[src/hdl/hydra_pkg.sv]
package hydra_pkg;

    localparam int N_PORTS       = 4;
    localparam int DATA_W        = 16;
    localparam int N_PRIOR       = 4;
    localparam int BANK_SLOTS    = 4;
    localparam int MAX_PKT_WORDS = 16;
    localparam int QUEUE_DEPTH   = 8;

    localparam int HDR_DEST_LSB  = 0;   // header word bits 1:0
    localparam int HDR_PRIOR_LSB = 2;   // header word bits 3:2, higher is more urgent

    typedef logic [1:0] port_t;
    typedef logic [1:0] prior_t;
    typedef logic [1:0] slot_t;
    typedef logic [4:0] len_t;          // up to MAX_PKT_WORDS

    typedef struct packed {
        port_t  bank;                   // source bank
        slot_t  slot;
        port_t  dest;
        prior_t prior;
        len_t   len;
    } desc_t;

    typedef struct packed {
        logic              vld;
        logic              sop;
        logic              eop;
        port_t             port;        // output port the bank is serving
        logic [DATA_W-1:0] data;
    } bank_rd_t;

    typedef struct packed {
        logic  vld;
        desc_t desc;
    } enq_t;

endpackage

[src/hdl/rd_req_if.sv]
`timescale 1ns/100ps

interface rd_req_if;
    import hydra_pkg::*;

    logic  req;     // held until the first word of the packet comes back
    port_t bank;
    slot_t slot;
    len_t  len;

    modport requester (
        output req, bank, slot, len
    );

    modport server (
        input req, bank, slot, len
    );

endinterface

[src/hdl/sync_fifo.sv]
`timescale 1ns/100ps

module sync_fifo #(
    parameter int  DEPTH     = 8,
    parameter type payload_t = logic [7:0]
) (
    input  logic     clk,
    input  logic     rst_n,
    input  logic     push,
    input  payload_t push_data,
    input  logic     pop,
    output payload_t head,
    output logic     empty
);

    localparam int AW = (DEPTH > 1) ? $clog2(DEPTH) : 1;
    localparam int CW = $clog2(DEPTH + 1);

    payload_t        mem [DEPTH];
    logic [AW-1:0]   wr_ptr;
    logic [AW-1:0]   rd_ptr;
    logic [CW-1:0]   count;
    logic            push_ok;
    logic            pop_ok;

    assign empty   = (count == '0);
    assign push_ok = push && (count != CW'(DEPTH));   // a push into a full FIFO is dropped
    assign pop_ok  = pop && !empty;
    assign head    = mem[rd_ptr];                    // head is visible before the pop

    always_ff @(posedge clk) begin
        if (push_ok) begin
            mem[wr_ptr] <= push_data;
        end
    end

    always_ff @(posedge clk) begin
        if (!rst_n) begin
            wr_ptr <= '0;
            rd_ptr <= '0;
            count  <= '0;
        end else begin
            if (push_ok) begin
                wr_ptr <= (wr_ptr == AW'(DEPTH - 1)) ? '0 : wr_ptr + 1'b1;
            end
            if (pop_ok) begin
                rd_ptr <= (rd_ptr == AW'(DEPTH - 1)) ? '0 : rd_ptr + 1'b1;
            end
            count <= count + CW'(push_ok) - CW'(pop_ok);
        end
    end

endmodule

[src/hdl/output_port.sv]
`timescale 1ns/100ps

module output_port #(
    parameter hydra_pkg::port_t PORT_IDX    = '0,
    parameter int               QUEUE_DEPTH = 8
) (
    input  logic                         clk,
    input  logic                         rst_n,
    input  hydra_pkg::enq_t              enq,
    rd_req_if.requester                  rd_req,
    input  hydra_pkg::bank_rd_t          bank_words [hydra_pkg::N_PORTS],
    input  logic                         ready,
    output logic                         rd_sop,
    output logic                         rd_eop,
    output logic                         rd_vld,
    output logic [hydra_pkg::DATA_W-1:0] rd_data
);
    import hydra_pkg::*;

    desc_t              q_head [N_PRIOR];
    logic [N_PRIOR-1:0] q_empty;
    logic [N_PRIOR-1:0] q_push;
    logic [N_PRIOR-1:0] q_pop;
    prior_t             sel;
    logic               start;
    logic               busy;              // from start until the eop word returns
    bank_rd_t           ret;

    for (genvar p = 0; p < N_PRIOR; p++) begin : g_queue
        assign q_push[p] = enq.vld && (enq.desc.dest == PORT_IDX) &&
                           (enq.desc.prior == prior_t'(p));
        assign q_pop[p]  = start && (sel == prior_t'(p));

        sync_fifo #(
            .DEPTH     (QUEUE_DEPTH),
            .payload_t (desc_t)
        ) prior_fifo_inst (
            .clk       (clk),
            .rst_n     (rst_n),
            .push      (q_push[p]),
            .push_data (enq.desc),
            .pop       (q_pop[p]),
            .head      (q_head[p]),
            .empty     (q_empty[p])
        );
    end

    // strict priority, highest non-empty level
    always_comb begin
        sel = '0;
        for (int p = 0; p < N_PRIOR; p++) begin
            if (!q_empty[p]) sel = prior_t'(p);
        end
    end

    assign start = ready && !busy && !(&q_empty);   // ready only matters here

    always_comb begin
        ret = '0;
        for (int b = 0; b < N_PORTS; b++) begin
            if (bank_words[b].vld && bank_words[b].port == PORT_IDX) ret = bank_words[b];
        end
    end

    always_ff @(posedge clk) begin
        if (!rst_n) begin
            busy       <= 1'b0;
            rd_req.req <= 1'b0;
        end else if (start) begin
            busy        <= 1'b1;
            rd_req.req  <= 1'b1;
            rd_req.bank <= q_head[sel].bank;
            rd_req.slot <= q_head[sel].slot;
            rd_req.len  <= q_head[sel].len;
        end else if (ret.vld) begin
            if (ret.sop) rd_req.req <= 1'b0;    // bank has taken the request
            if (ret.eop) busy <= 1'b0;
        end
    end

    always_ff @(posedge clk) begin
        if (!rst_n) begin
            rd_vld <= 1'b0;
            rd_sop <= 1'b0;
            rd_eop <= 1'b0;
        end else begin
            rd_vld <= ret.vld;
            rd_sop <= ret.vld && ret.sop;
            rd_eop <= ret.vld && ret.eop;
        end
    end

    always_ff @(posedge clk) begin
        rd_data <= ret.data;
    end

endmodule

[src/flat_wrapper.sv]
// flat-port wrapper written by rule: the top's interface ports become plain ports
module output_port_flat import hydra_pkg::*;
#(
    parameter hydra_pkg::port_t PORT_IDX    = '0,
    parameter int               QUEUE_DEPTH = 8
)
  (clk, rst_n, enq, bank_words, ready, rd_sop, rd_eop, rd_vld, rd_data, rd_req_req, rd_req_bank, rd_req_slot, rd_req_len);
  rd_req_if rd_req_i ();
  input  logic clk;
  input  logic rst_n;
  input  hydra_pkg::enq_t enq;
  input  hydra_pkg::bank_rd_t bank_words[hydra_pkg::N_PORTS];
  input  logic ready;
  output logic rd_sop;
  output logic rd_eop;
  output logic rd_vld;
  output logic [hydra_pkg::DATA_W-1:0] rd_data;
  output wire logic [$bits(rd_req_i.req)-1:0] rd_req_req;
  output wire logic [$bits(rd_req_i.bank)-1:0] rd_req_bank;
  output wire logic [$bits(rd_req_i.slot)-1:0] rd_req_slot;
  output wire logic [$bits(rd_req_i.len)-1:0] rd_req_len;
  assign rd_req_req = rd_req_i.req;
  assign rd_req_bank = rd_req_i.bank;
  assign rd_req_slot = rd_req_i.slot;
  assign rd_req_len = rd_req_i.len;
  output_port #(.PORT_IDX(PORT_IDX), .QUEUE_DEPTH(QUEUE_DEPTH)) u_core (.clk(clk), .rst_n(rst_n), .enq(enq), .rd_req(rd_req_i), .bank_words(bank_words), .ready(ready), .rd_sop(rd_sop), .rd_eop(rd_eop), .rd_vld(rd_vld), .rd_data(rd_data));
endmodule
[config.mk]
export PLATFORM = sky130hd
export DESIGN_NAME = output_port_flat
export DESIGN_NICKNAME = d
export VERILOG_FILES = /design/src/hdl/hydra_pkg.sv /design/src/hdl/rd_req_if.sv /design/src/hdl/sync_fifo.sv /design/src/hdl/output_port.sv /design/src/flat_wrapper.sv
export SDC_FILE = /design/constraint.sdc
export NUM_CORES = 1
export LEC_CHECK = 0
export ABC_AREA = 1
export BUFFER_PORTS_ARGS = -buffer_cell sky130_fd_sc_hd__buf_2
export CORE_UTILIZATION = 50
export CTS_CLUSTER_SIZE = 24
export DETAILED_ROUTE_END_ITERATION = 8
export GPL_TIMING_DRIVEN = 0
export PLACE_DENSITY = 0.69
export REMOVE_ABC_BUFFERS = 1
export SYNTH_ARGS = -nofsm -noshare
export SYNTH_HDL_FRONTEND = slang
export SYNTH_SLANG_ARGS = --single-unit
export TNS_END_PERCENT = 5
[constraint.sdc]
create_clock -name clk -period 2.85 [get_ports clk]
set_input_delay 0.4275 -clock clk [delete_from_list [all_inputs] [get_ports clk]]
set_output_delay 0.4275 -clock clk [all_outputs]
set_load 0.05 [all_outputs]
# Word level (Yosys, flattened, before mapping)
# Memory sizes are Yosys's and may differ from the RTL's. A register that Yosys moved wholly into a read port is not among the register bits.
# Cells that the tools add are included.
word_totals:
  reg_bits: 70
  latch_bits: 0
  ramBits: 416
  mem_bits_ro: 0
  input_bits: 101
  output_inout_bits: 29
  wordCells: 150
  memories: 4
op_classes:
  n_addsub: 16
  mul: 0
  div_mod_pow: 0
  order_cmp: 1
  n_eq_ne: 18
  shift: 0
  n_mux: 40
  bitwise: 1
  n_reduce_logical: 49
mem_list:
  columns: ["memory", "depth", "word_bits", "rd", "rd_clocked_by_memory_dff", "wr", "line_no", "text"]
  rows:
  - ["u_core.g_queue[0].prior_fifo_inst.mem", 8, 13, 1, 1, 1, "sync_fifo.sv:19", "payload_t mem [DEPTH];"]
  - ["u_core.g_queue[1].prior_fifo_inst.mem", 8, 13, 1, 1, 1, "sync_fifo.sv:19", null]
  - ["u_core.g_queue[2].prior_fifo_inst.mem", 8, 13, 1, 1, 1, "sync_fifo.sv:19", null]
  - ["u_core.g_queue[3].prior_fifo_inst.mem", 8, 13, 1, 1, 1, "sync_fifo.sv:19", null]
op_table:
  columns: ["operator", "count"]
  rows:
  - ["$mux 21", 4]
  - ["$mux 3", 16]
  - ["$bmux 13 s2", 1]
  - ["$mux 13", 2]
  - ["$logic_and 1x1->1", 25]
  - ["$add 3x1->3 const B", 8]
  - ["$eq 3x3->1 const B", 8]
  - ["$add 4x1->4", 4]
  - ["$logic_not 4->1", 4]
  - ["$ne 4x4->1 const B", 4]
  - ["$sub 4x1->4", 4]
  - ["$mux 1", 15]
  - ["$logic_not 2->1", 7]
  - ["$eq 2x2->1 const B", 4]
  - ["$logic_not 1->1", 6]
  - ["$reduce_and 2->1", 3]
  - ["$reduce_bool 2->1", 3]
  - ["$eq 2x1->1 const B", 2]
  - ["$mux 2", 2]
  - ["$reduce_and 4->1", 1]
  - ["$ge 3x3->1 const B", 1]
  - ["$not 2->3", 1]

# Depth between registers and ports, before layout
depth:
  depth_word: 9
  depth_mapped: 14
  mapped_depth_nobuf: 14

# Cells and area by module
# Synthesis repeated with hierarchy kept, for this count alone.
unflattened:
  cells_unflattened: 2463
  area_unflattened_um2: 22983.3
by_module_without_submodules:
  columns: ["mod", "n_inst", "cells_each", "area_each_um2", "seq_area_each_um2"]
  rows:
  - ["sync_fifo at u_core.g_queue[3].prior_fifo_inst", 1, 548, 5298.8, 3383.2]
  - ["sync_fifo at u_core.g_queue[1].prior_fifo_inst", 1, 550, 5292.6, 3383.2]
  - ["sync_fifo at u_core.g_queue[2].prior_fifo_inst", 1, 547, 5290.1, 3383.2]
  - ["sync_fifo at u_core.g_queue[0].prior_fifo_inst", 1, 547, 5288.8, 3383.2]
  - ["output_port", 1, 271, 1813.0, 690.7]

# Worst setup path after synthesis
# No wires, ideal clock.
synth_timing:
  kind: "reg-to-reg"
  from: "register u_core.g_queue[2].prior_fifo_inst.count[2]"
  to: "register u_core.g_queue[3].prior_fifo_inst.count[2]"
  setup_time_ns: 0.128
  arrival_time_ns: 2.137
  t_required_ns: 2.722
  setup_slack_ns: 0.585
  path_stages_with_launch: 15
  n_path_buf: 0
  synth_period_minus_slack_ns: 2.265
  path_cell_list: "dfxtp_1 inv_1 ha_1 nand3_2 nor2_4 nand2_1 nand3_1 inv_1 ha_1 inv_1 ha_1 inv_1 fa_1 xor2_1 nor2_1"
synth_via:
  elab_chain_len: 7
  word_cells_on_any_way: 10
  classes_between: "1 x add/sub; 1 x eq/ne; 2 x mux; 6 x reduce/logical"
synth_lines:
  columns: ["element", "line_no", "text"]
  rows:
  - ["start: declaration", "sync_fifo.sv:22", "logic [CW-1:0] count;"]
  - ["start signal: assignment", "sync_fifo.sv:49", "count <= count + CW'(push_ok) - CW'(pop_ok);"]
  - ["$logic_not 4->1 (*)", "sync_fifo.sv:26", "assign empty = (count == '0);"]
  - ["$mux 2 or $reduce_and 4->1 (tied branches)", "output_port.sv:52, output_port.sv:56", null]
  - ["$mux 2 or $logic_not 1->1 (tied branches)", "output_port.sv:52, output_port.sv:56", null]
  - ["$eq 2x2->1 or $logic_and 1x1->1 (tied branches)", "output_port.sv:32, output_port.sv:56", null]
  - ["$logic_and 1x1->1 (*)", "output_port.sv:32", "assign q_pop[p] = start && (sel == prior_t'(p));"]
  - ["$logic_and 1x1->1 (*)", "sync_fifo.sv:28", "assign pop_ok = pop && !empty;"]
  - ["$sub 4x1->4 (*)", "sync_fifo.sv:49", null]
  - ["end signal: assignment", "sync_fifo.sv:49", null]
  - ["end: declaration", "sync_fifo.sv:22", null]
# Mark *: on every way between the ends. The rest lies on a longest branch, timed or not.
# A chain may end at the register's enable or synchronous reset.

# Worst setup path after layout
layout_timing:
  from: "register u_core.g_queue[2].prior_fifo_inst.count[2]"
  to: "register u_core.g_queue[0].prior_fifo_inst.count[2]"
layout_via:
  elab_chain_len: 7
  word_cells_on_any_way: 10
  classes_between: "1 x add/sub; 2 x mux; 7 x reduce/logical"
layout_lines:
  columns: ["element", "line_no"]
  rows:
  - ["$logic_not 4->1 (*)", "sync_fifo.sv:26"]
  - ["$mux 2 or $reduce_and 4->1 (tied branches)", "output_port.sv:52, output_port.sv:56"]
  - ["$mux 2 or $logic_not 1->1 (tied branches)", "output_port.sv:52, output_port.sv:56"]
  - ["$logic_not 2->1 or $logic_and 1x1->1 (tied branches)", "output_port.sv:32, output_port.sv:56"]
  - ["$logic_and 1x1->1 (*)", "output_port.sv:32"]
  - ["$logic_and 1x1->1 (*)", "sync_fifo.sv:28"]
  - ["$sub 4x1->4 (*)", "sync_fifo.sv:49"]
  - ["end signal: assignment", "sync_fifo.sv:49"]
  - ["end: declaration", "sync_fifo.sv:22"]
# Marks and branches as above.

==> flow_metrics.tcl <==
set metrics [dict create \
    track_usage_pct 22.51 \
    drc 0 \
    start_util_pct 50.88 \
    period_needed_ns 2.605 \
    holdPathStages 3 \
    layout-drive-gt1-share_pct 11.86 \
    seq_area_frac_synth_pct 62.55 \
    p_int_mw 10.32 \
    fp.dieW_um 184.2 \
    cts_hold_buffers 0 \
    cts_tree "built" \
    power.net_switching_mw 4.789 \
    worstHoldEndpoint "u_core.rd_data[7]" \
    dp_cells 2249 \
    cts.clk_slew.worst_paths_ns 0.06 \
    synth-compound-area-share_pct 2.722 \
    synth_area_per_cell_um2 9.543 \
    grt_pass1_vias 11520 \
    numCtsBuffers 39 \
    crit_type "flip-flop to flip-flop" \
    antenna_found_initial 0 \
    reg2reg_setup_slack_ns 0.24 \
    vias 11800 \
    required_ns 3.24 \
    combPwrFrac_pct 22.5 \
    mostFrequentLayoutCells "nand2_1, inv_1, edfxtp_1, nand3_1, buf_2" \
    clock-sinks 370 \
    area_growth_pct 13.74 \
    synth_fa_ha_area_share_pct 3.498 \
    period_share_pct 91.41 \
    min-delay-path-class "input port to flip-flop" \
    synthXorXnorAreaFrac_pct 0.2111 \
    fmaxAchievable_mhz 383.9 \
    grt_pass1_wl_um 58550 \
    start_kind "flip-flop" \
    overflow 0 \
    seq_power_share_pct 42.7 \
    reg2regPathDepth 14 \
    path_max_fanout 4 \
    p_clk_share_pct 34.8 \
    viasPerCell 5.081 \
    ios 130 \
    nets 1995 \
    firstDrtPassIters 7 \
    ys_seq_elements 370 \
    rsz0062_at_grt "no" \
    yosys.area_share.simple_pct 22.17 \
    timing.rr.end "u_core.g_queue[0].prior_fifo_inst.count[2]" \
    finalPower_mw 15.11 \
    drt_iter0_drc 836 \
    final_common_cell "nand2_1" \
    hpwl_um 23460 \
    p_leak_nw 8.402 \
    clock_path_buffers 3 \
    fp-row-count 66 \
    fin_worst_skew_ns 0.007930 \
    antenna_cells 0 \
    clock_latency_ns 0.52 \
    wl_um 37380 \
    syn_inst 1739 \
    syn-cell-area_mm2 0.01660 \
    cts_max_level 2 \
    die_h_um 184.2 \
    place_congestion 0.8148 \
    yosysWarnings 0 \
    muxShareOfSynthArea_pct 0 \
    ant_nets 0 \
    root_buffer "clkbuf_16" \
    core-area_mm2 0.03262 \
    worst_setup_path_end_kind "flip-flop" \
    min_from "bank_words[7]" \
    hold_violations 0 \
    slew_headroom_pct 23.22 \
    cp.arrival_ns 2.99 \
    swShare_pct 31.69 \
    worstReg2RegStart "u_core.g_queue[2].prior_fifo_inst.count[2]" \
    route.met3.wl_um 2641 \
    status "finished clean" \
    m1WireLength_um 15590 \
    die-area_mm2 0.03392 \
    numPortBuffers 129 \
    worst_slew_pin_slew_ns 1.149 \
    detail_route.wl_per_cell_um 16.10 \
    wl_met2_um 18010 \
    synth_top_family_by_area "simple AND/OR/NAND/NOR gates" \
    cap_violations 0 \
    drv_slew 0 \
    synth.distinct_cells 34 \
    top_layer_used "met4" \
    setup_viol 0 \
    grt_max_degree 38 \
    fin_cells 2322 \
    pwr_density_cell_mw_per_mm2 800.5 \
    ir_drop_mv 0.4474 \
]
## cells in the mapped netlist
| master | instances | area share [%] |
|---|---|---|
| a21oi_1 | 40 | 1.2 |
| a41oi_1 | 1 | 0.053 |
| and3_1 | 3 | 0.11 |
| buf_2 | 32 | 0.96 |
| buf_4 | 7 | 0.32 |
| buf_6 | 1 | 0.068 |
| clkbuf_1 | 21 | 0.47 |
| clkinv_1 | 10 | 0.23 |
| dfxtp_1 | 73 | 8.8 |
| edfxtp_1 | 297 | 54 |
| fa_1 | 4 | 0.48 |
| ha_1 | 40 | 3.0 |
| inv_1 | 297 | 6.7 |
| inv_2 | 4 | 0.090 |
| nand2_1 | 528 | 12 |
| nand2_2 | 3 | 0.11 |
| nand3_1 | 233 | 7.0 |
| nand3_2 | 7 | 0.42 |
| nand3b_1 | 1 | 0.045 |
| nand4_1 | 7 | 0.26 |
| nor2_1 | 76 | 1.7 |
| nor2_2 | 1 | 0.038 |
| nor2_4 | 1 | 0.068 |
| nor3_1 | 1 | 0.030 |
| nor3_2 | 1 | 0.060 |
| nor3b_4 | 1 | 0.11 |
| o211a_1 | 1 | 0.060 |
| o21a_1 | 1 | 0.045 |
| o21ai_0 | 19 | 0.57 |
| o21bai_1 | 4 | 0.18 |
| o22ai_1 | 16 | 0.60 |
| or2_4 | 4 | 0.21 |
| xnor2_1 | 1 | 0.053 |
| xor2_1 | 3 | 0.16 |
## state kept, by name (all words and copies together), names as in the netlist, named ones only
name,count
u_core.rd_sop,1
u_core.g_queue.prior_fifo_inst.rd_ptr,12
u_core.busy,1
u_core.rd_req.len,5
u_core.g_queue.prior_fifo_inst.mem,288
u_core.rd_vld,1
u_core.rd_req.req,1
u_core.rd_req.bank,2
u_core.g_queue.prior_fifo_inst.wr_ptr,12
u_core.rd_req.slot,2
u_core.g_queue.prior_fifo_inst.count,16
u_core.rd_data,16
u_core.rd_eop,1
## worst max-delay path, cell delays in order, from the launching register on
cell	delay [ns]
dfxtp_1	0.30
inv_1	0.10
ha_1	0.19
nand3_2	0.15
nor2_4	0.20
buf_4	0.14
nand4_1	0.08
inv_1	0.18
ha_1	0.26
inv_1	0.06
ha_1	0.16
inv_1	0.06
fa_1	0.40
xor2_1	0.15
nor2_1	0.06
## metal layers
metal	vias to the layer above	track usage [%]
met4	0	8.067
li1	5833	-
met1	5488	29.10
met3	89	3.754
met2	388	38.18
met5	-	0
## what timing repair did
| action | in CTS | in global routing |
|---|---|---|
| cloned | 0 | 0 |
| setup buffers | 0 | 2 |
| pin swaps | 1 | 1 |
| endpoints found under the setup margin | 12 | 11 |
| resized for setup | 7 | 1 |
## through the flow
| step | cell area, um2 | hold slack (ns) | setup slack [ns] | setup TNS, ns | utilization [%] |
|---|---|---|---|---|---|
| floorplan | 16290 | 0.4587 | 0.4543 | 0 | - |
| global placement | 17490 | 0.4823 | -0.1101 | -1.548 | 53.62 |
| detailed placement | 17490 | 0.4926 | -0.1702 | -2.300 | 53.62 |
| CTS | 18850 | 0.1318 | 0.02691 | 0 | 57.80 |
| global route | 18880 | 0.1431 | 0.01342 | 0 | 57.87 |
| finish | 18880 | 0.1505 | 0.2449 | 0 | 57.87 |
## how the worst max path moves through the flow
stage	from	to	slack [ns]	cells past startpoint
after floorplan	u_core.g_queue[2].prior_fifo_inst.count[2]	u_core.g_queue[3].prior_fifo_inst.count[2]	0.45	14
after global placement	flip-flop	u_core.rd_req.slot[0]	-0.11	9
after detailed placement	enq[8]	u_core.g_queue[1].prior_fifo_inst.mem[1][10]	-0.17	4
after CTS	u_core.g_queue[2].prior_fifo_inst.count[2]	u_core.g_queue[3].prior_fifo_inst.count[2]	0.03	14
after global routing	u_core.g_queue[1].prior_fifo_inst.count[2]	u_core.g_queue[3].prior_fifo_inst.count[2]	0.01	14
final	u_core.g_queue[2].prior_fifo_inst.count[2]	u_core.g_queue[0].prior_fifo_inst.count[2]	0.24	14
## cells by family (layout without fill, tap and decap cells)
group                      after synthesis  in the layout
buffers and inverters                  372            513
and+or+nand+nor                        867            867
xor gates and xnor gates                 4              4
DFF                                    370            370
adders and majority gates               44             44
AOI/OAI and AO/OA                       82             82
## layout make-up
cell class              instances  area, um2
fillers                      2756      13740
flip-flops and latches        370      10390
multi-input cells             997       4768
inverters                     311       1171
clock buffers                  50       1100
repair buffers                131      660.6
well taps                     442      553.0
clock inverters                21      239.0
## power groups by stage
stage	logic [mW]	registers, mW	clock network [mW]
2_1_floorplan	1.96	6.75	0
3_3_place_gp	3.24	6.56	0
3_5_place_dp	3.34	6.57	0
4_1_cts	3.38	6.46	5.31
5_1_grt	3.81	6.49	5.50
6_report	3.40	6.46	5.25
Note: power is estimated with default switching activity, not from simulation.
