===== src/hdl/hydra_pkg.sv =====
package hydra_pkg;

    localparam int N_PORTS       = 4;
    localparam int DATA_W        = 16;
    localparam int N_PRIOR       = 4;
    localparam int BANK_SLOTS    = 4;
    localparam int MAX_PKT_WORDS = 16;
    localparam int QUEUE_DEPTH   = 8;

    localparam int HDR_DEST_LSB  = 0;   // header word bits 1:0
    localparam int HDR_PRIOR_LSB = 2;   // header word bits 3:2, higher is more urgent

    typedef logic [1:0] port_t;
    typedef logic [1:0] prior_t;
    typedef logic [1:0] slot_t;
    typedef logic [4:0] len_t;          // up to MAX_PKT_WORDS

    typedef struct packed {
        port_t  bank;                   // source bank
        slot_t  slot;
        port_t  dest;
        prior_t prior;
        len_t   len;
    } desc_t;

    typedef struct packed {
        logic              vld;
        logic              sop;
        logic              eop;
        port_t             port;        // output port the bank is serving
        logic [DATA_W-1:0] data;
    } bank_rd_t;

    typedef struct packed {
        logic  vld;
        desc_t desc;
    } enq_t;

endpackage


===== src/hdl/sync_fifo.sv =====
`timescale 1ns/100ps

module sync_fifo #(
    parameter int  DEPTH     = 8,
    parameter type payload_t = logic [7:0]
) (
    input  logic     clk,
    input  logic     rst_n,
    input  logic     push,
    input  payload_t push_data,
    input  logic     pop,
    output payload_t head,
    output logic     empty
);

    localparam int AW = (DEPTH > 1) ? $clog2(DEPTH) : 1;
    localparam int CW = $clog2(DEPTH + 1);

    payload_t        mem [DEPTH];
    logic [AW-1:0]   wr_ptr;
    logic [AW-1:0]   rd_ptr;
    logic [CW-1:0]   count;
    logic            push_ok;
    logic            pop_ok;

    assign empty   = (count == '0);
    assign push_ok = push && (count != CW'(DEPTH));   // a push into a full FIFO is dropped
    assign pop_ok  = pop && !empty;
    assign head    = mem[rd_ptr];                    // head is visible before the pop

    always_ff @(posedge clk) begin
        if (push_ok) begin
            mem[wr_ptr] <= push_data;
        end
    end

    always_ff @(posedge clk) begin
        if (!rst_n) begin
            wr_ptr <= '0;
            rd_ptr <= '0;
            count  <= '0;
        end else begin
            if (push_ok) begin
                wr_ptr <= (wr_ptr == AW'(DEPTH - 1)) ? '0 : wr_ptr + 1'b1;
            end
            if (pop_ok) begin
                rd_ptr <= (rd_ptr == AW'(DEPTH - 1)) ? '0 : rd_ptr + 1'b1;
            end
            count <= count + CW'(push_ok) - CW'(pop_ok);
        end
    end

endmodule


===== src/hdl/join_sequencer.sv =====
`timescale 1ns/100ps

module join_sequencer #(
    parameter int QUEUE_DEPTH = 8
) (
    input  logic                          clk,
    input  logic                          rst_n,
    input  logic [hydra_pkg::N_PORTS-1:0] join_push,
    input  hydra_pkg::desc_t              join_head [hydra_pkg::N_PORTS],
    output logic [hydra_pkg::N_PORTS-1:0] join_ack,
    output hydra_pkg::enq_t               enq
);
    import hydra_pkg::*;

    typedef logic [N_PORTS-1:0] mask_t;

    mask_t head_mask;                        // banks that pushed in one cycle
    mask_t served;
    mask_t cur;
    mask_t sel_oh;
    logic  mask_empty;
    logic  last;
    port_t sel;
    logic  enq_vld;
    desc_t enq_desc;

    sync_fifo #(
        .DEPTH     (QUEUE_DEPTH),
        .payload_t (mask_t)
    ) mask_fifo_inst (
        .clk       (clk),
        .rst_n     (rst_n),
        .push      (|join_push),
        .push_data (join_push),
        .pop       (!mask_empty && last),
        .head      (head_mask),
        .empty     (mask_empty)
    );

    assign cur = head_mask & ~served;

    always_comb begin
        sel = '0;
        for (int b = N_PORTS - 1; b >= 0; b--) begin
            if (cur[b]) sel = port_t'(b);    // same cycle arrivals go lowest bank first
        end
    end

    assign sel_oh   = N_PORTS'(1) << sel;
    assign last     = ((cur & ~sel_oh) == '0);
    assign join_ack = mask_empty ? '0 : sel_oh;

    always_ff @(posedge clk) begin
        if (!rst_n) begin
            served  <= '0;
            enq_vld <= 1'b0;
        end else begin
            enq_vld <= !mask_empty;
            if (!mask_empty) begin
                served <= last ? '0 : (served | sel_oh);
            end
        end
    end

    always_ff @(posedge clk) begin
        enq_desc <= join_head[sel];
    end

    assign enq = {enq_vld, enq_desc};

endmodule


===== config.mk =====
export PLATFORM = sky130hd
export DESIGN_NAME = join_sequencer
export DESIGN_NICKNAME = d
export VERILOG_FILES = /design/src/hdl/hydra_pkg.sv /design/src/hdl/sync_fifo.sv /design/src/hdl/join_sequencer.sv
export SDC_FILE = /design/constraint.sdc
export NUM_CORES = 1
export LEC_CHECK = 0
export ABC_AREA = 1
export BUFFER_PORTS_ARGS = -buffer_cell sky130_fd_sc_hd__buf_2
export CORE_UTILIZATION = 40
export DETAILED_ROUTE_END_ITERATION = 10
export GPL_TIMING_DRIVEN = 0
export RECOVER_POWER = 25
export SLEW_MARGIN = 20
export SYNTH_ARGS = -nofsm -noshare
export SYNTH_HDL_FRONTEND = slang
export SYNTH_SLANG_ARGS = --single-unit

===== constraint.sdc =====
create_clock -name clk -period 2.45 [get_ports clk]
set_clock_uncertainty 0.05 [all_clocks]
set_input_delay 0.1225 -clock clk [delete_from_list [all_inputs] [get_ports clk]]
set_output_delay 0.1225 -clock clk [all_outputs]
set_load 0.005 [all_outputs]

---- Yosys cells after proc, flatten, opt, wreduce, memory -nomap -nowiden ----
Memory sizes are Yosys's and may differ from the RTL's. A register that Yosys moved wholly into a read port is not among the register bits.
Cells that the tools add are included.
word-level totals
  register bits after elaboration ......... 28
  RAM bits ................................ 32
  input port bits ......................... 58
  output and inout bits ................... 18
  word-level logic and storage cells ...... 48
  memories kept ........................... 1
cells by class
  add/sub/neg operators ................... 4
  $lt $le $gt $ge ......................... 1
  equality and inequality tests ........... 3
  shifts and indexed selects .............. 1
  muxes and demuxes ....................... 15
  bitwise operators ....................... 6
  reductions and logical operators ........ 7
memory list
  name                depth  width  read ports  clocked after Yosys merged registers in  wr ports  RTL line         RTL
  mask_fifo_inst.mem  8      4      1           1                                        1         sync_fifo.sv:19  payload_t mem [DEPTH];
operator list
  kind                                                               count
  13-bit binary-select mux with 2-bit select                         1
  13-bit 2-to-1 mux                                                  2
  3-bit 2-to-1 mux                                                   4
  4-bit AND                                                          2
  4-bit zero test                                                    2
  2-bit 2-to-1 mux                                                   4
  4-bit 2-to-1 mux                                                   2
  4-bit inverter                                                     2
  3-bit by 1-bit adder with 3-bit output, second input constant      2
  3-bit equality test, second input constant                         2
  4-bit by 1-bit adder with 4-bit output                             1
  4-bit inequality test, second input constant                       1
  4-bit OR                                                           1
  4-bit OR reduction                                                 1
  1-bit by 2-bit << shifter with 4-bit output, first input constant  1
  4-bit by 1-bit subtractor with 4-bit output                        1
  3-bit greater-or-equal comparator, second input constant           1
  1-bit logical AND                                                  3
  2-bit inverter with 3-bit output                                   1
  1-bit 2-to-1 mux                                                   2
  1-bit zero test                                                    1

---- Depth between registers and ports, before layout ----
Gate-level depths: netlist of the first run.
  word-level depth ........................ 14
  mapped depth ............................ 20

---- By module ----
Synthesis of the first run repeated with hierarchy kept, for this count alone.
unflattened totals
  cell total of the unflattened synthesis .. 399
  area total of the unflattened synthesis .. 3198.1 um^2
modules (own cells, without submodules)
  module          instances  cells each  area each (um^2)  sequential area each (um^2)
  sync_fifo       1          236         2142.1            1221.2
  join_sequencer  1          163         1056.0            360.3

---- Worst setup path after synthesis of the first run ----
Ideal clock, no wire load.
  path type ............................... register -> register
  start ................................... register (tool-made name)
  end ..................................... register mask_fifo_inst.count[2]
  library setup time ...................... 0.115 ns
  arrival ................................. 2.315 ns
  required time ........................... 2.285 ns
  slack ................................... -0.029 ns
  cell stages (with the launch flop) ...... 20
  clock period less this slack ............ 2.479 ns
  cell sequence ........................... dfxtp_1 > buf_6 > inv_6 > buf_6 > nand2_1 > nand2_1 > nand2_1 > nand3_1 > nand3_2 > nand2_4 > nand2_2 > nand3_2 > inv_2 > ha_1 > inv_1 > ha_1 > inv_1 > fa_1 > xor2_1 > nor2_1
RTL lines
  element               RTL line         RTL
  to (signal assigned)  sync_fifo.sv:49  count <= count + CW'(push_ok) - CW'(pop_ok);
  to (decl)             sync_fifo.sv:22  logic [CW-1:0] count;

==> run_results.csv, run 1 <==
group,metric,value,unit
clocking,path_clk_slew,0.07,ns
clocking,cts_made_buffers,9,
placement,dp_hpwl,5100,um
yosys,synthesis.nets,471,
grt,antenna_found_initial,0,
critical_path,crit_slowest_cell,"fa_2",
sta,holdWs,0.0126,ns
pwr,pwr-share-clk,16.3,%
cells_and_area,syn_to_final_growth,31.9,%
sta,relSlewSlack,67.8,%
grt,grt_max_degree,13,
placement,place_inst,578,
clocking,cts_root_buffer,"clkbuf_8",
sta,hold_viol_final,0,
cells_and_area,fin_nets,568,
flow_run,cap_violations,0,
pwr,power_density,1440,nW/um2
pwr,p_comb_share,56.9,%
clocking,cts_buffer_depth,2,
critical_path,crit_path_max_fanout,8,
critical_path,arrival,2.62,ns
grt,grt_pass1_vias,2703,
drt,num_vias,2735,
critical_path,crit_path_end_kind,"flip-flop",
pwr,intPower,3470,uW
sta,fin_crit,2.44,ns
yosys,synthFlopType,"edfxtp_1",
yosys,syn_area,3200,um2
sta,setup_violations,0,
drt,first_pass_iters,4,
yosys,synth_seq_area_share,49.5,%
critical_path,rrSetupSlack,0.01,ns
cells_and_area,drive_gt1_share,32.3,%
sta,drv_slew,0,
min_path,min_from,"join_head[6]",
drt,drt_iter0_drc,95,
pwr,pwr-share-seq,26.8,%
critical_path,critical_path_class,"flip-flop to flip-flop",
yosys,synth_top_area_share,30.1,%
cells_and_area,final_cell_count_no_fill,606,
die,dieArea,8350,um2
sta,max_slew.worst_pin.slew,0.483,ns
yosys,yosys_warnings,0,
yosys,avgSynthCellArea,7.95,um2
clocking,h-tree-depth,3,
clocking,cts_sinks,63,
placement,io_buffers,74,
sta,fin_setup_tns,0,ns
drt,wirelength,7190,um
yosys,async_reset_ff_share,0,%
drt,via_per_inst,4.51,
drt,ant_nets,0,
grt,overflow,0,
grt,track_usage,18.7,%
sta,period_share,99.4,%
pwr,p_leak,0.00213,uW
run_status,status,"complete, no violations",
sta,fmax,411,MHz
drt,drcViolationCount,0,
die,core,7730,um2
sta,rsz0062_at_grt,"true",
drt,dr_wl_met3,395,um
critical_path,crit_top_cell,"nand2_2",
drt,wire_per_inst,11.9,um
critical_path,crit_family,"adder cells",
cells_and_area,diodes,0,
yosys,synth-edff-count,32,
die,ios,76,
drt,route.layer.met1.wl,3250,um
die,rows,32,
min_path,hold_class,"input pin to flip-flop",
drt,highest_layer,"met4",
die,start_util,41.4,%
drt,wl_met2,3420,um
critical_path,cp.required,2.64,ns
yosys,synthCells,402,
clocking,cts_tree,"done",
yosys,ys_seq_elements,63,
clocking,clock_latency,0.35,ns
pwr,switching_power,2600,uW
yosys,yosysTopAreaCell,"edfxtp_1",
die,dieWidth,91.4,um
critical_path,cpPeakStageDelay,0.51,ns
placement,globalplace.congestion,0.798,
grt,grt_pass1_wl,12200,um
critical_path,path_buf_inv,5,
pwr,ir_drop,0.819,mV
yosys,synthTopCellsByArea,"edfxtp_1 30%, dfxtp_1 19%, nand2_1 14%",
die,fp.dieH,91.4,um
pwr,switching_share,42.9,%
yosys,yosysUniqueCellTypes,29,
critical_path,worstPathCellList,"inv_8, buf_6, nand2_2, nand2_2, nand2_2, nand3_2, nand3_4, nand2_4, nand2_4, nand3_4, inv_4, ha_4, inv_2, ha_4, inv_4, fa_2, nor2_1",
pwr,p_total,6080,uW
critical_path,start_kind,"flip-flop",
stage by stage:
| stage | worst slack, ns | area (um2) | utilization [%] |
|---|---|---|---|
| final | 0.0148 | 4210 | 54.5 |
| after detailed placement | -0.297 | 3700 | 47.9 |
| after global routing | -0.119 | 4210 | 54.5 |
| after CTS | -0.0489 | 4110 | 53.2 |
| after global placement | -0.255 | 3700 | 47.9 |
| after floorplan | -0.0170 | 3200 | - |
cells by family (layout without fill, tap and decap cells):
kind of cell / Yosys count / in the layout / synth area share (%)
AOI/OAI and AO/OA: 11 / 11 / 1.80
xor gates and xnor gates: 1 / 1 / 0.274
adders and majority gates: 11 / 11 / 4.54
and+or+nand+nor: 219 / 219 / 30.2
DFF: 63 / 63 / 49.5
buffers and inverters: 97 / 199 / 13.7
worst paths after layout:
check / end / cells past startpoint
min: enq[6] / 5
max reg2reg: mask_fifo_inst.count[1] / 17
min reg2reg: served[3] / 2
max: mask_fifo_inst.count[1] / 17
metal layers:
layer	vias to the layer above	global-route usage, %
li1	1427	-
met1	1220	23.0
met2	71	30.3
met3	17	4.77
met4	0	9.26
met5	-	0
synthesized netlist by cell type, drive strengths merged, types with 3 or more instances:
cell type,instances
nand3,50
nand2,131
nor2,32
a21oi,4
inv,85
edfxtp,32
o21ai,6
ha,10
nor3,3
dfxtp,31
buf,11
flip-flops by register name, indices dropped and copies added (netlist names), named ones only:
signal                 cells
enq                       13
mask_fifo_inst.wr_ptr      3
mask_fifo_inst.rd_ptr      3
served                     4
mask_fifo_inst.mem        32
enq_vld                    1
mask_fifo_inst.count       4
power by group through the flow:
stage	Sequential, uW	Clock (uW)	Combinational, uW
2_1_floorplan	1620	0	2190
3_3_place_gp	1610	0	2920
6_report	1630	992	3460
4_1_cts	1600	1020	3320
5_1_grt	1660	1060	3970
3_5_place_dp	1620	0	2950
worst min-delay path: cells and delay by family:
kind,cells,cell delay [ns]
buf+inv,2,0.12
simple gates,3,0.15
layout by cell type (no fill, tap or decap), drive strengths merged:
master | netlist | routed
nand3 | 50 | 50
clkinv | 0 | 3
dlygate4sd3 | 0 | 4
inv | 85 | 86
o21ai | 6 | 6
a21oi | 4 | 4
a211oi | 1 | 1
nor3 | 3 | 3
clkbuf | 1 | 14
xor2 | 1 | 1
ha | 10 | 10
edfxtp | 32 | 32
clkinvlp | 0 | 1
buf | 11 | 89
fa | 1 | 1
nor3b | 1 | 1
nand2 | 131 | 131
dfxtp | 31 | 31
or4 | 1 | 1
nor2 | 32 | 32
bufinv | 0 | 2
and3 | 1 | 1
area by class of cell:
cell class	instances	area, um2
Clock buffer	9	124
Clock inverter	7	95.1
Inverter	85	337
Buffer	11	103
Sequential cell	63	1590
Multi-Input combinational cell	242	1370
Fill cell	734	3510
Timing Repair Buffer	87	477
Tap cell	102	128
timing repair:
item	in CTS	in global routing
gates cloned	2	0
hold buffers	4	0
pin swaps	10	18
endpoints found under the hold margin	8	0
gates resized for setup	28	28
setup endpoints to repair	3	3
buffers inserted	4	3
(Power assumes the default switching activity.)
==> inputs of run 2 (changes only) <==
- CORE_ASPECT_RATIO: default -> 2
- SYNTH_HIERARCHICAL: default -> 1
==> run 2 against run 1 <==
  * The flow now finishes with violations (setup timing)
  * Critical path type unchanged
  * Largest cell class unchanged
  * First-iteration DRC count increased by 44%
  * Register-to-register slack worse by 0.27 ns
  * Synthesized cell count is 0.75% lower
  * Sequential share of layout area shrank 3.9 points
  * Critical path depth increased by 4
  * Highest routed layer unchanged
  * Largest power group unchanged
==> run_results.csv, run 2 <==
group,metric,value,unit
run_status,status,"finished, violations left",
run_status,violations,"setup timing",
drt,drcViolationCount,0,
cells_and_area,drive_gt1_share,36.3,%
drt,num_vias,2872,
sta,hold_viol_final,0,
critical_path,arrival,2.88,ns
cells_and_area,fin_nets,606,
drt,ant_nets,0,
placement,io_buffers,75,
grt,grt_pass1_vias,2892,
cells_and_area,diodes,0,
sta,fin_ws,-0.257,ns
clocking,cts_sinks,63,
yosys,syn_area,3200,um2
cells_and_area,largest_register,"mask_fifo_inst/mem",
grt,track_usage,20.4,%
yosys,synth.most_common_cell,"nand2_1",
sta,rsz0062_at_grt,"true",
pwr,ir_drop,0.735,mV
cells_and_area,final_cell_count_no_fill,636,
cells_and_area,syn_to_final_growth,46.8,%
critical_path,crit_path_max_fanout,5,
sta,fmax,369,MHz
drt,wirelength,7970,um
critical_path,critical_path_class,"flip-flop to flip-flop",
yosys,yosysTopAreaCell,"edfxtp_1",
grt,antenna_found_initial,0,
clocking,cts_tree,"done",
critical_path,start_kind,"flip-flop",
placement,globalplace.congestion,0.805,
yosys,synth_top_area_share,30.0,%
pwr,power_density,1700,nW/um2
sta,period_share,110,%
min_path,hold_class,"input pin to flip-flop",
yosys,synthTopCellsByArea,"edfxtp_1 30%, dfxtp_1 19%, nand2_1 13%",
grt,grt_max_degree,13,
min_path,min_from,"join_head[47]",
yosys,synth_seq_area_share,49.5,%
die,rows,45,
die,fp.dieH,128,um
placement,dp_slack,-0.661,ns
yosys,avgSynthCellArea,8.02,um2
sta,relSlewSlack,56.2,%
die,dieWidth,65.2,um
cells_and_area,layout_commonest_cell,"nand2_1",
drt,drt_iter0_drc,137,
drt,wire_per_inst,12.5,um
clocking,clock_latency,0.33,ns
placement,place_inst,568,
yosys,synthFlopType,"edfxtp_1",
yosys,synthCells,399,
die,core,7660,um2
pwr,p_leak,0.00234,uW
sta,max_slew.worst_pin.slew,0.652,ns
grt,overflow,0,
cells_and_area,largest_register_ffs,32,
die,ios,76,
sta,drv_slew,0,
drt,first_pass_iters,4,
drt,via_per_inst,4.52,
critical_path,cp.required,2.62,ns
critical_path,crit_path_end_kind,"flip-flop",
clocking,cts_made_buffers,9,
yosys,ys_seq_elements,63,
sta,setup_violations,3,
clocking,cts_root_buffer,"clkbuf_16",
grt,grt_pass1_wl,12600,um
yosys,yosys-top-cells-count,"115 x nand2_1, 74 x inv_1, 43 x nor2_1",
cells_and_area,final_cell_mix,"95 x nand2_1, 71 x buf_2, 66 x inv_1, 37 x nor2_1, 32 x edfxtp_1",
placement,dp_hpwl,5510,um
clocking,h-tree-depth,3,
yosys,async_reset_ff_share,0,%
yosys,yosys_warnings,6,
die,start_util,41.8,%
clocking,path_clk_slew,0.06,ns
sta,fin_crit,2.71,ns
yosys,yosysUniqueCellTypes,30,
flow_run,cap_violations,0,
yosys,synth-edff-count,32,
yosys,synthesis.nets,468,
die,dieArea,8380,um2
clocking,cts_buffer_depth,2,
-- run 2: changes by cell type after synthesis, sizes merged, moves of 2 or more --
cell    delta
a21oi      +7
or2        +2
buf        -2
nand3     -19
nor3       +5
nand2      -9
o21ai      -4
nand3b     +3
nor2      +14
inv        -7
a21boi     +9
-- run 2: layout make-up --
cell class              instances  area, um2
fillers                       658       2960
flip-flops and latches         63       1590
multi-input cells             248       1460
repair buffers                128        857
inverters                      78        308
clock buffers                   9        225
well taps                      94        118
plain buffers                   9       90.1
clock inverters                 7       50.0
-- run 2: cells by family (layout without fill, tap and decap cells) --
logic type / count (synthesis) / after routing / synth area share, %
AO/OA/AOI/OAI: 22 / 22 / 4.15
buffers and inverters: 88 / 231 / 12.0
adder cells (fa/ha/maj): 11 / 11 / 4.54
flip-flops: 63 / 63 / 49.5
XOR/XNOR: 1 / 1 / 0.274
AND/OR/NAND/NOR: 214 / 214 / 29.6
-- run 2: power by group --
group          leakage (uW)  internal (uW)  switching (uW)
Clock              0.000127            682             468
Combinational       0.00166           2350            2800
Sequential         0.000551           1510             168
Total               0.00234           4540            3440
-- run 2: path summary, 6_finish.rpt --
kind	slack, ns	cells after the start	to
worst max-delay path	-0.26	21	mask_fifo_inst/count[1]
worst min-delay path	0.03	5	enq[8]
worst max register to register	-0.26	21	mask_fifo_inst/count[1]
worst min register to register	0.48	2	served[2]
-- run 2: routing by layer --
layer	track usage [%]	share of wire [%]
met5	0	0
met4	12.9	3.5
met3	5.50	5.2
met2	39.8	57
met1	17.1	34
-- run 2: through the flow --
| step | power [uW] | area, um2 | setup TNS [ns] | utilization (%) | hold WS [ns] |
|---|---|---|---|---|---|
| 3_5_place_dp | 5170 | 3700 | -1.99 | 48.3 | 0.280 |
| 3_3_place_gp | 5080 | 3700 | -1.77 | 48.3 | 0.278 |
| 4_1_cts | 7610 | 4550 | -2.08 | 59.4 | 0.0118 |
| 2_1_floorplan | 4240 | 3210 | -0.427 | - | 0.171 |
| 6_report | 7980 | 4690 | -0.592 | 61.3 | 0.0283 |
| 5_1_grt | 8720 | 4690 | -1.14 | 61.3 | 0.0374 |
-- run 2: what timing repair did --
action / CTS / global route
endpoints found under the setup margin: 4 / 19
setup buffers: 28 / 9
endpoints found under the hold margin: 14 / 0
resized for setup: 35 / 45
gates cloned: 1 / 1
pin swaps: 18 / 28
hold buffers: 22 / 0
-- run 2: critical path, cell delays in order (launching register included) --
cell and delay [ns]:
dfxtp_4 0.43, inv_8 0.05, buf_6 0.13, nand2_2 0.05
nand3_2 0.09, nand2_1 0.07, nand2_1 0.04, nand2_1 0.09
inv_2 0.05, nor2_4 0.11, nand4_4 0.11, nand2_2 0.08
nand2_2 0.07, inv_2 0.06, inv_2 0.04, nor2_4 0.10
ha_4 0.21, inv_4 0.05, ha_4 0.12, inv_2 0.03
fa_2 0.51, nor2_1 0.04
==> inputs of run 3 (changes only) <==
- PLACE_DENSITY: default -> 0.64
==> run 3 against run 2 <==
  * The flow still finishes with violations (setup timing)
  * Critical path depth did not move
  * First-iteration DRC count is 28% lower
  * Fmax up 2.2%
  * Critical endpoint unchanged
==> run_results.csv, run 3 (synthesis gave the netlist of run 2 again) <==
group,metric,value,unit
drt,via_per_inst,4.62,
die,dieArea,8380,um2
grt,grt_pass1_vias,2942,
placement,io_buffers,75,
die,fp.dieH,128,um
clocking,cts_tree,"done",
cells_and_area,final_cell_mix,"99 x nand2_1, 71 x buf_2, 67 x inv_1, 42 x nor2_1, 32 x edfxtp_1",
drt,drcViolationCount,0,
sta,max_slew.worst_pin.slew,0.664,ns
placement,dp_slack,-0.623,ns
pwr,pwr-share-clk,16.9,%
critical_path,start_kind,"flip-flop",
sta,fin_crit,2.65,ns
clocking,cts_sinks,63,
die,core,7660,um2
critical_path,worstPathCellList,"inv_8, buf_8, nand2_4, nand3_4, nand2_2, nand2_2, nand2_2, inv_2, nor2_4, nand4_4, nand2_2, nand2_2, inv_2, inv_2, nor2_4, ha_4, inv_2, ha_4, inv_2, fa_2, nor2_1",
pwr,switching_share,42.7,%
pwr,ir_drop,0.642,mV
sta,hold_viol_final,0,
sta,fmax,377,MHz
pwr,power_density,1600,nW/um2
critical_path,cpPeakStageDelay,0.51,ns
run_status,status,"finished, violations left",
critical_path,cp.required,2.62,ns
drt,wl_met2,4510,um
critical_path,path_depth,21,
clocking,h-tree-depth,3,
sta,relSlewSlack,55.4,%
sta,fin_ws,-0.199,ns
flow_run,cap_violations,0,
critical_path,crit_path_max_fanout,7,
critical_path,crit_path_end_kind,"flip-flop",
clocking,clock_latency,0.32,ns
drt,dr_wl_met3,398,um
placement,globalplace.congestion,0.824,
die,start_util,41.8,%
drt,drt_iter0_drc,99,
drt,wire_per_inst,12.4,um
cells_and_area,largest_register,"mask_fifo_inst/mem",
cells_and_area,largest_register_ffs,32,
run_status,violations,"setup timing",
critical_path,critical_path_class,"flip-flop to flip-flop",
clocking,cts_made_buffers,9,
sta,fin_setup_tns,-0.499,ns
critical_path,path_buf_inv,7,
pwr,switching_power,3100,uW
sta,period_share,108,%
clocking,path_clk_slew,0.05,ns
clocking,cts_buffer_depth,2,
sta,rsz0062_at_grt,"true",
sta,setup_violations,3,
critical_path,arrival,2.82,ns
grt,antenna_found_initial,0,
die,rows,45,
min_path,hold_depth,5,
cells_and_area,fin_nets,595,
die,dieWidth,65.2,um
cells_and_area,diodes,0,
drt,wirelength,7730,um
drt,route.layer.met1.wl,2420,um
drt,num_vias,2885,
pwr,p_total,7260,uW
grt,track_usage,19.8,%
grt,overflow,0,
drt,highest_layer,"met4",
min_path,hold_class,"input pin to flip-flop",
die,ios,76,
cells_and_area,n_fill_cell,680,
drt,ant_nets,0,
grt,grt_pass1_wl,12300,um
drt,first_pass_iters,4,
cells_and_area,syn_to_final_growth,41.5,%
sta,drv_slew,0,
critical_path,crit_family,"adder cells",
pwr,p_comb_share,60.0,%
placement,dp_hpwl,5590,um
pwr,p_leak,0.00228,uW
pwr,pwr-share-seq,23.0,%
grt,grt_max_degree,12,
clocking,cts_root_buffer,"clkbuf_16",
cells_and_area,layout_commonest_cell,"nand2_1",
critical_path,crit_slowest_cell,"fa_2",
critical_path,ff2ff_path_depth,21,
cells_and_area,drive_gt1_share,32.0,%
pwr,intPower,4160,uW
==> run 3: cell count changes in the layout (fill, tap and decap cells not counted), moves of 2 or more <==
cell	delta
buf_6	-6
buf_4	-5
nand2_1	+4
inv_4	-2
nand2_2	-4
clkinvlp_4	-2
nor2_2	-3
clkbuf_1	+2
nor2_1	+5
nor2_4	-2
clkinv_4	-2
==> run 3: final timing paths <==
| kind | from | to | slack [ns] |
|---|---|---|---|
| worst max register to register | flip-flop | mask_fifo_inst/count[1] | -0.20 |
| worst min register to register | served[2] | served[2] | 0.46 |
| worst min-delay path | join_head[39] | enq[0] | 0.03 |
| worst max-delay path | flip-flop | mask_fifo_inst/count[1] | -0.20 |
==> run 3: cell type report <==
cell class	count	area (um2)	area share [%]
well taps	94	118	2.60
flip-flops and latches	63	1590	35.0
clock inverters	4	46.3	1.02
plain buffers	8	75.1	1.66
inverters	78	303	6.69
multi-input cells	248	1390	30.8
clock buffers	12	246	5.45
repair buffers	118	759	16.8
==> run 3: power groups by stage <==
stage | combinational, uW | clock (uW) | sequential, uW
detailed placement | 3490 | 0 | 1670
global route | 4870 | 1290 | 1710
CTS | 4100 | 1250 | 1650
global placement | 3450 | 0 | 1660
finish | 4360 | 1230 | 1670
floorplan | 2590 | 0 | 1660
==> run 3: through the flow <==
step                std cells  area, um2  utilization, %  hold slack, ns
floorplan                 399       3210               -           0.171
global placement          568       3700            48.3           0.279
detailed placement        568       3700            48.3           0.279
CTS                       623       4420            57.8          0.0283
global route              625       4520            59.1          0.0517
finish                    625       4520            59.1          0.0337
==> run 3: repair_timing <==
item                       CTS  global route
hold endpoints to repair    14             0
hold buffers                22             0
setup endpoints to repair    4             5
setup buffers               15             4
pin swaps                   18            17
gates resized for setup     28            26
gates cloned                 2             0
==> run 3: layer usage <==
layer / GRT usage, % / up-vias
met3: 3.46 / 28
met5: 0 / -
met1: 14.8 / 1271
li1: - / 1483
met4: 15.2 / 0
met2: 40.5 / 103
==> run 3: worst register-to-register path: stages, from the launching register on <==
cell,delay [ns]
dfxtp_4,0.41
inv_8,0.06
buf_8,0.14
nand2_4,0.06
nand3_4,0.07
nand2_2,0.08
nand2_2,0.05
nand2_2,0.07
inv_2,0.04
nor2_4,0.11
nand4_4,0.09
nand2_2,0.08
nand2_2,0.05
inv_2,0.06
inv_2,0.04
nor2_4,0.12
ha_4,0.20
inv_2,0.05
ha_4,0.12
inv_2,0.04
fa_2,0.51
nor2_1,0.04
